`src/rtl/memMapPkg.sv`:
```
package memMapPkg;

    typedef logic [31:0] dataT;
    typedef logic [31:0] addrT;
    typedef logic [7:0] ramIndexT;

    localparam int ramWords = 256;

    localparam addrT digitBase = 32'd1024;
    localparam addrT digitTop = 32'd2047;
    localparam addrT ioBase = 32'h4000_0000;

    localparam logic [5:0] offTimerHigh = 6'h00;
    localparam logic [5:0] offTimerLow = 6'h04;
    localparam logic [5:0] offTimerCtrl = 6'h08;
    localparam logic [5:0] offLed = 6'h0C;
    localparam logic [5:0] offSwitch = 6'h10;
    localparam logic [5:0] offTube = 6'h14;

    localparam int ledWidth = 8;
    localparam int tubeWidth = 18;
    localparam int timerCtrlWidth = 2;

    typedef enum logic [2:0] {
        ioNone, ioTimerHigh, ioTimerLow, ioTimerCtrl, ioLed, ioSwitch, ioTube
    } ioSelT;

    typedef enum logic [1:0] {regionRam, regionDigits, regionIo} regionT;

    localparam logic [6:0] segPatterns [10] = '{ // Segment order is gfedcba
        7'b0111111, 7'b0000110, 7'b1011011, 7'b1001111, 7'b1100110,
        7'b1101101, 7'b1111101, 7'b0000111, 7'b1111111, 7'b1101111
    };

    typedef struct packed {
        logic write;
        regionT region;
        ramIndexT index;
        ioSelT ioSel;
        dataT wdata;
    } decodedReqT;

endpackage

```
`src/rtl/addressDecode.sv`:
```
`timescale 1ns/1ps

module addressDecode (
    input memMapPkg::addrT addr,
    input logic write,
    input memMapPkg::dataT wdata,
    output memMapPkg::decodedReqT decoded
);

    import memMapPkg::*;

    logic inIoPage;
    logic inDigits;

    assign inIoPage = addr[31:6] == ioBase[31:6];
    assign inDigits = (addr >= digitBase) && (addr <= digitTop);

    always_comb begin
        decoded.write = write;
        decoded.wdata = wdata;
        if (inIoPage) begin
            decoded.region = regionIo;
        end else if (inDigits) begin
            decoded.region = regionDigits;
        end else begin
            decoded.region = regionRam; // Everything else aliases into the RAM
        end
        // The table starts on a 1 KiB boundary, so bits 9 to 2 also count its entries
        decoded.index = addr[9:2];
        case (addr[5:0])
            offTimerHigh: decoded.ioSel = ioTimerHigh;
            offTimerLow: decoded.ioSel = ioTimerLow;
            offTimerCtrl: decoded.ioSel = ioTimerCtrl;
            offLed: decoded.ioSel = ioLed;
            offSwitch: decoded.ioSel = ioSwitch;
            offTube: decoded.ioSel = ioTube;
            default: decoded.ioSel = ioNone;
        endcase
        if (!inIoPage) decoded.ioSel = ioNone;
    end

endmodule

```
`config.mk`:
```
export PLATFORM = sky130hd
export DESIGN_NAME = addressDecode
export DESIGN_NICKNAME = d
export VERILOG_FILES = /design/src/rtl/memMapPkg.sv /design/src/rtl/addressDecode.sv
export SDC_FILE = /design/constraint.sdc
export NUM_CORES = 1
export LEC_CHECK = 0
export BUFFER_PORTS_ARGS = -buffer_cell sky130_fd_sc_hd__buf_2
export CAP_MARGIN = 20
export CORE_ASPECT_RATIO = 1.1
export CORE_MARGIN = 5
export CORE_UTILIZATION = 26
export DETAILED_ROUTE_END_ITERATION = 6
export PLACE_DENSITY = 0.93
export SLEW_MARGIN = 10
export SYNTH_ARGS = -nofsm -noshare
export SYNTH_HDL_FRONTEND = slang
export SYNTH_SLANG_ARGS = --single-unit
```
`constraint.sdc`:
```
create_clock -name vclk -period 1.3
set_input_delay 0.065 -clock vclk [all_inputs]
set_output_delay 0.065 -clock vclk [all_outputs]
set_load 0.01 [all_outputs]
```
After elaboration in Yosys (flattened, before gate mapping)
Index checks and enable logic that the tools add are counted.
- register bits after elaboration: 0
- input bits: 65
- output and inout bits: 46
- word-level logic and storage cells: 14
- order comparisons: 2
- eq/ne operators: 6
- mux-type cells: 4
- reduce and logical (&&, ||, !) cells: 2
- operators with widths (operator ; count):
    $ge A32 B11 Y1 const B ; 1
    $le A32 B11 Y1 const B ; 1
    $eq A26 B25 Y1 const B ; 1
    $pmux W3 S6 ; 1
    $eq A6 B4 Y1 const B ; 2
    $eq A6 B5 Y1 const B ; 2
    $eq A6 B3 Y1 const B ; 1
    $logic_not A6 Y1 ; 1
    $mux W3 ; 1
    $mux W2 ; 1
    $logic_and A1 B1 Y1 ; 1
    $mux W1 ; 1

Logic depth before layout (Yosys ltp)
Gate-level depths: netlist (run 1).
- word-level depth: 4
- gate-level depth with buffers: 4
- mapped depth without buffers: 3

Least setup slack after synthesis (run 1)
Ideal clock, no wire load.
- path kind: in2out
- start: input addr[27]
- end: output decoded[43] (netlist bit)
- arrival: 974 ps
- data required time: 1235 ps
- setup slack: 261 ps
- cell stages on the path: 2
- cell sequence: or4_1 > nor4b_2
- RTL lines (element ; RTL line ; RTL):
    start, declared ; addressDecode.sv:4 ; input memMapPkg::addrT addr,
    end, declared ; addressDecode.sv:7 ; output memMapPkg::decodedReqT decoded

==> metrics.yaml, run 1 <==
synthesis:
  ys_types: 15
  synthCells: 63
  ys_seq_area_share_pct: 0
  yosysWarnings: 0
  syn_area_per_cell_um2: 8.82
  synth_fp_nets: 128
  netlist_area_um2: 556
floorplan:
  die_y_um: 58.5
  die_width_um: 54.1
  io_pins: 111
  rows: 17
  die_area_um2: 3160
  coreArea_um2: 2020
  initial_core_util_pct: 27.5
placed_design:
  place_congestion: 0.635
  place_area_um2: 500
  place_ws_ps: -70.2
  hpwl_um: 1120
  port_buffers: 45
sta:
  fmax_mhz: 797
  slew_headroom_pct: 82.2
  fin_crit_sh_pct: 96.5
  tightest_slew_ps: 264
  grt_setup_unrepaired: "true"
  slew_violations: 0
  fin_crit_ps: 1260
  setup_viol_count_final: 0
  hold_viol_final: 0
  fin_ws_ps: 45.0
route:
  vias_per_cell: 4.36
  drt_iter0_drc: 2
  drt-met1-wl_um: 359
  top_layer_used: "met4"
  drtAntennaViolNets: 0
  routed_wl_um: 1200
  vias: 419
  dr_wl_met2_um: 595
  post_drt_wl_per_cell_um: 12.5
  dr.pass1.iters: 2
  wl_met3_um: 185
  drt_drc_violations_left: 0
final_layout:
  seq_cells: 0
  multiInputGateArea_um2: 249
  antenna_cells: 0
  synthToLayoutAreaGrowth_pct: -4.50
  final_cell_mix: "buf_2, nor4_4, nor3_1, nand2_1, buf_4"
  nNetsFinal: 135
  nClkBuffers: 0
  final_common_cell: "buf_2"
  drive_gt1_share_pct: 82.4
  final_area_um2: 531
  ff_latch_area_um2: 0
  fillers: 226
power_and_ir_drop:
  p_per_area_nw_per_um2: 223
  ir_worst_vdd_uv: 83.5
  leakage_uw: 0.000244
  finalPower_uw: 119
critical_path:
  cp-end-kind: "output port"
  crit_top_cell: "buf_2"
  path_max_fanout: 5
  worstSetupStartpoint: "addr[14]"
  arrival_ps: 1190
  cp_slowest_cell: "a2111oi_4"
  crit_chain: "buf_2, nor4_4, nand4_4, a2111oi_4, buf_2"
  cpPeakStageDelay_ps: 340
  cp-endpoint: "decoded[32]"
  cp.required_ps: 1240
  crit_type: "in -> out"
  critPathLaunchType: "input port"
job:
  cap_viol_max_count: 0
global_routing:
  overflow: 0
  grt_use_total_pct: 7.06
  antenna_found_initial: 0
  grt_max_degree: 6
  grt_pass1_vias: 435
  grt_first_pass_wirelength_um: 1780
hold_path:
  worstHoldPathType: "in -> out"
outcome:
  status: "completed"
[report_power, final]
part	switching (uW)	total (uW)	internal [uW]	leakage (uW)
combinational	59.0	119	59.6	0.000244
sequential	0	0	0	0
clock	0	0	0	0
[critical path: cells and delay by family]
kind,cells,cell delay (ps)
buf+inv,2,290
compound gates,1,340
simple gates,2,490
[cells in the mapped netlist]
cell type  instances  area, um^2
nand4_4            1        21.3
nand2_1            2        7.51
nor2_1             1        3.75
a2111oi_4          1        27.5
nor4_4             4        85.1
mux2i_1            1        10.0
buf_4             42         315
mux2_2             1        11.3
nand4_1            1        6.26
or4_1              1        7.51
nor4b_2            1        15.0
nor2b_1            1        6.26
nor4_2             1        12.5
nor4_1             1        6.26
nor3_1             4        20.0
[worst min-delay path by stage]
| stage | from | slack, ps | cells past startpoint | end |
|---|---|---|---|---|
| after floorplan | addr[2] | 150 | 1 | decoded[32] |
| after global placement | wdata[14] | 130 | 0 | decoded[14] |
| after detailed placement | wdata[14] | 130 | 0 | decoded[14] |
| after CTS | wdata[14] | 130 | 0 | decoded[14] |
| after global routing | wdata[25] | 130 | 0 | decoded[25] |
| final | wdata[23] | 130 | 0 | decoded[23] |
[layout make-up]
cell class	count	area share, %
multi-input cells	21	46.9
repair buffers	47	46.5
well taps	28	6.60
[logic make-up after synthesis]
| family | Yosys count | share of synthesized area, % |
|---|---|---|
| muxes | 2 | 3.83 |
| and+or+nand+nor | 18 | 34.5 |
| buffers and inverters | 42 | 56.8 |
| AOI/OAI and AO/OA | 1 | 4.96 |
[metal layers]
metal | GRT usage [%] | vias to the layer above
li1 | - | 187
met1 | 7.12 | 180
met4 | 4.63 | 0
met2 | 12.6 | 36
met3 | 1.52 | 16
met5 | 0 | -
[timing repair]
item                       4_1_cts  5_1_grt
hold buffers                     0        0
buffers inserted                 1        1
setup endpoints to repair        1        3
resized for setup                0        3
pin swaps                        1        3
[through the flow]
step,instances,utilization (%),setup TNS [ps],hold WS (ps)
after floorplan,63,-,0,151
after global placement,94,24.8,0,130
after detailed placement,94,24.8,-70.2,130
after CTS,95,25.1,0,130
after global routing,96,26.3,-18.6,130
final,96,26.3,0,130
Power figures use the tool's default switching activity.
==> run 2, diff against run 1 <==
--- a/config.mk
+++ b/config.mk
@@ -16,3 +16,4 @@
 export SYNTH_ARGS = -nofsm -noshare
 export SYNTH_HDL_FRONTEND = slang
 export SYNTH_SLANG_ARGS = --single-unit
+export TNS_END_PERCENT = 5
==> constraint.sdc (replaced) <==
create_clock -name vclk -period 1.3
set_input_delay 0.13 -clock vclk [all_inputs]
set_output_delay 0.13 -clock vclk [all_outputs]
set_load 0.01 [all_outputs]
==> metrics.yaml, run 2 (synthesized netlist as in run 1, its figures left out) <==
sta:
  fmax_mhz: 743
  slew_violations: 0
  slew_headroom_pct: 82.9
  fin_crit_ps: 1350
  grt_setup_unrepaired: "true"
  fin_ws_ps: -45.6
  fin_crit_sh_pct: 104
  hold_viol_final: 0
  fin_setup_tns_ps: -103
  tightest_slew_ps: 254
  setup_viol_count_final: 4
hold_path:
  worstHoldPathType: "in -> out"
  hold_depth: 0
  min_from: "wdata[17]"
  min_to: "decoded[17]"
route:
  routed_wl_um: 1350
  drt_iter0_drc: 2
  drtAntennaViolNets: 0
  drt_drc_violations_left: 0
  vias_per_cell: 4.42
  post_drt_wl_per_cell_um: 13.6
  vias: 438
  dr.pass1.iters: 2
final_layout:
  synthToLayoutAreaGrowth_pct: 18.2
  final_common_cell: "buf_2"
  ff_latch_area_um2: 0
  nNetsFinal: 138
  drive_gt1_share_pct: 90.1
  final_cell_mix: "buf_2, buf_6, nor4_4, nor3_2, nand2_1"
  seq_cells: 0
  antenna_cells: 0
  nClkBuffers: 0
  final-instance-count-excl-fill: 99
outcome:
  violations: "negative setup slack"
  status: "finished, violations left"
placed_design:
  hpwl_um: 1140
  place_congestion: 0.684
  dp_cells: 96
  port_buffers: 45
  place_ws_ps: -145
critical_path:
  critPathLaunchType: "input port"
  crit_chain: "buf_6, nor4_4, nand4_4, buf_6, nor3_2, buf_2"
  cp_slowest_cell: "nor4_4"
  path_max_fanout: 4
  crit_type: "in -> out"
  crit_top_cell: "buf_6"
  cpPeakStageDelay_ps: 310
  cp.required_ps: 1170
  cp-end-kind: "output port"
  path_buf_inv: 3
  arrival_ps: 1220
  cp_top_family: "simple AND/OR/NAND/NOR gates"
floorplan:
  coreArea_um2: 2020
  die_area_um2: 3160
  die_y_um: 58.5
  rows: 17
  die_width_um: 54.1
  initial_core_util_pct: 27.5
  io_pins: 111
power_and_ir_drop:
  ir_worst_vdd_uv: 91.2
  p_per_area_nw_per_um2: 216
  leakage_uw: 0.000286
clock_tree:
  hold_buffers: 0
global_routing:
  grt_use_total_pct: 7.22
  grt_max_degree: 6
  grt_pass1_vias: 438
  antenna_found_initial: 0
  grt_first_pass_wirelength_um: 1790
  overflow: 0
job:
  cap_viol_max_count: 0
[run 2: changes by cell type in the layout (fill, tap and decap cells not counted), moves of 2 or more]
cell    delta
buf_2      -9
buf_4      -2
buf_6     +13
nor3_1     -3
nor3_2     +3
[run 2: how the worst max path moves through the flow]
stage,from,to,slack [ps],cells past startpoint
detailed placement,addr[6],decoded[32],-150,5
finish,addr[23],decoded[33],-50,6
global route,addr[13],decoded[32],-90,5
CTS,addr[9],decoded[32],-40,6
global placement,addr[6],decoded[32],-110,5
floorplan,addr[27],decoded[43],130,2
[run 2: final cells by class]
type,count,area (um^2)
Fill cell,214,1360
Timing Repair Buffer,50,348
Multi-Input combinational cell,21,274
Tap cell,28,35.0
[run 2: metrics by stage]
step	hold slack (ps)	util (%)	total power (uW)	cell area, um^2
2_1_floorplan	281	-	150	556
3_5_place_dp	260	25.5	116	515
3_3_place_gp	260	25.5	113	515
4_1_cts	260	30.9	136	624
5_1_grt	260	32.5	153	657
6_report	260	32.5	142	657
[run 2: per-layer routing]
metal  global-route usage (%)  routed length (um)  vias to the layer above
li1                         -                   -                      197
met1                     6.52                 384                      185
met2                     13.8                 685                       38
met3                     1.52                 201                       18
met4                     4.63                  75                        0
met5                        0                   0                        -
[run 2: power by group]
part	internal (uW)	total, uW	switching, uW
combinational	79.0	142	62.8
sequential	0	0	0
clock	0	0	0
[run 2: timing repair]
| action | CTS | global route |
|---|---|---|
| pin swaps | 8 | 10 |
| endpoints found under the setup margin | 5 | 5 |
| buffers inserted | 3 | 0 |
| endpoints found under the hold margin | 0 | 0 |
| gates resized for setup | 16 | 7 |
==> run 3, diff against run 2 <==
==> config.mk (replaced) <==
export PLATFORM = sky130hd
export DESIGN_NAME = addressDecode
export DESIGN_NICKNAME = d
export VERILOG_FILES = /design/src/rtl/memMapPkg.sv /design/src/rtl/addressDecode.sv
export SDC_FILE = /design/constraint.sdc
export NUM_CORES = 1
export LEC_CHECK = 0
export CAP_MARGIN = 20
export CORE_ASPECT_RATIO = 1.1
export CORE_MARGIN = 5
export CORE_UTILIZATION = 35
export DETAILED_ROUTE_END_ITERATION = 6
export DONT_BUFFER_PORTS = 1
export PLACE_DENSITY = 0.58
export SLEW_MARGIN = 20
export SYNTH_ARGS = -nofsm -noshare
export SYNTH_HDL_FRONTEND = slang
export SYNTH_SLANG_ARGS = --single-unit
export TNS_END_PERCENT = 5
==> metrics.yaml, run 3 (synthesized netlist as in run 1, its figures left out) <==
critical_path:
  cp_slowest_cell: "or4_1"
  cp-end-kind: "output port"
  cp_top_family: "simple AND/OR/NAND/NOR gates"
  crit_type: "in -> out"
  path_max_fanout: 2
  cpPeakStageDelay_ps: 570
  cp.required_ps: 1170
  crit_chain: "or4_1, nor4b_2"
  critPathLaunchType: "input port"
  arrival_ps: 1110
  path_buf_inv: 0
sta:
  hold_viol_final: 0
  slew_headroom_pct: 76.0
  tightest_slew_ps: 358
  setup_viol_count_final: 0
  grt_setup_unrepaired: "false"
  hold-worst-slack_ps: 260
  fmax_mhz: 808
  fin_crit_ps: 1240
  slew_violations: 0
  fin_crit_sh_pct: 95.2
  fin_setup_tns_ps: 0
final_layout:
  final_area_um2: 304
  nClkBuffers: 0
  seq_cells: 0
  final_cell_mix: "nor4_4, nor3_1, buf_4, nand2_1"
  synthToLayoutAreaGrowth_pct: -45.3
  nNetsFinal: 91
  drive_gt1_share_pct: 58.3
  final_common_cell: "nor4_4"
  fillers: 172
  final-instance-count-excl-fill: 41
  antenna_cells: 0
  ff_latch_area_um2: 0
floorplan:
  die_y_um: 51.8
  coreArea_um2: 1540
  die_width_um: 48.0
  rows: 15
  io_pins: 111
  die_area_um2: 2480
  initial_core_util_pct: 36.1
power_and_ir_drop:
  p_per_area_nw_per_um2: 78.3
  p_int_uw: 16.4
  ir_worst_vdd_uv: 14.1
  p_sw_uw: 7.42
  leakage_uw: 0.0000634
  p_sw_share_pct: 31.2
  pwr-share-seq_pct: 0
  finalPower_uw: 23.8
  power_frac_clock_pct: 0
  p_comb_share_pct: 100.0
placed_design:
  place_area_um2: 284
  port_buffers: 0
  place_congestion: 0.518
  dp_cells: 41
  hpwl_um: 894
job:
  cap_viol_max_count: 0
global_routing:
  grt_max_degree: 6
  antenna_found_initial: 0
  grt_use_total_pct: 6.46
  grt_first_pass_wirelength_um: 1230
  grt_pass1_vias: 290
  overflow: 0
route:
  routed_wl_um: 956
  vias_per_cell: 6.51
  drt_drc_violations_left: 0
  drtAntennaViolNets: 0
  post_drt_wl_per_cell_um: 23.3
  dr.pass1.iters: 4
  vias: 267
  drt_iter0_drc: 3
clock_tree:
  hold_buffers: 0
  cts_setup_buffers: 0
outcome:
  status: "completed"
hold_path:
  worstHoldPathType: "in -> out"
## run 3: what timing repair did
action / in CTS / in global routing
hold endpoints to repair: 0 / 0
endpoints found under the setup margin: 0 / 3
gates resized for setup: 0 / 3
## run 3: final timing paths
check / start / endpoint / slack [ps] / depth (start not counted)
hold / removal: wdata[20] / decoded[20] / 260 / 0
setup / recovery: addr[27] / decoded[43] / 60 / 2
## run 3: layout make-up
type / count / area, um^2 / area share, %
tap: 17 / 21.3 / 7.00
timing repair buffer: 3 / 22.5 / 7.41
multi-input combinational: 21 / 260 / 85.6
## run 3: through the flow
| step | setup slack [ps] | utilization (%) |
|---|---|---|
| 5_1_grt | 40.8 | 19.8 |
| 3_3_place_gp | 55.8 | 18.5 |
| 4_1_cts | 31.2 | 18.5 |
| 3_5_place_dp | 31.9 | 18.5 |
| 6_report | 62.4 | 19.8 |
| 2_1_floorplan | 131 | - |
## run 3: power groups by stage
stage               Sequential [uW]  Clock [uW]  Combinational [uW]
floorplan                         0           0                 150
global placement                  0           0                22.1
detailed placement                0           0                22.4
CTS                               0           0                22.5
global route                      0           0                26.0
finish                            0           0                23.8
## run 3: metal layers
| metal | vias to the layer above | track usage, % | share of wire [%] |
|---|---|---|---|
| met5 | - | 0 | 0 |
| met2 | 43 | 11.9 | 54 |
| met1 | 115 | 4.54 | 21 |
| met3 | 10 | 5.19 | 22 |
| li1 | 99 | - | - |
| met4 | 0 | 2.24 | 2.6 |
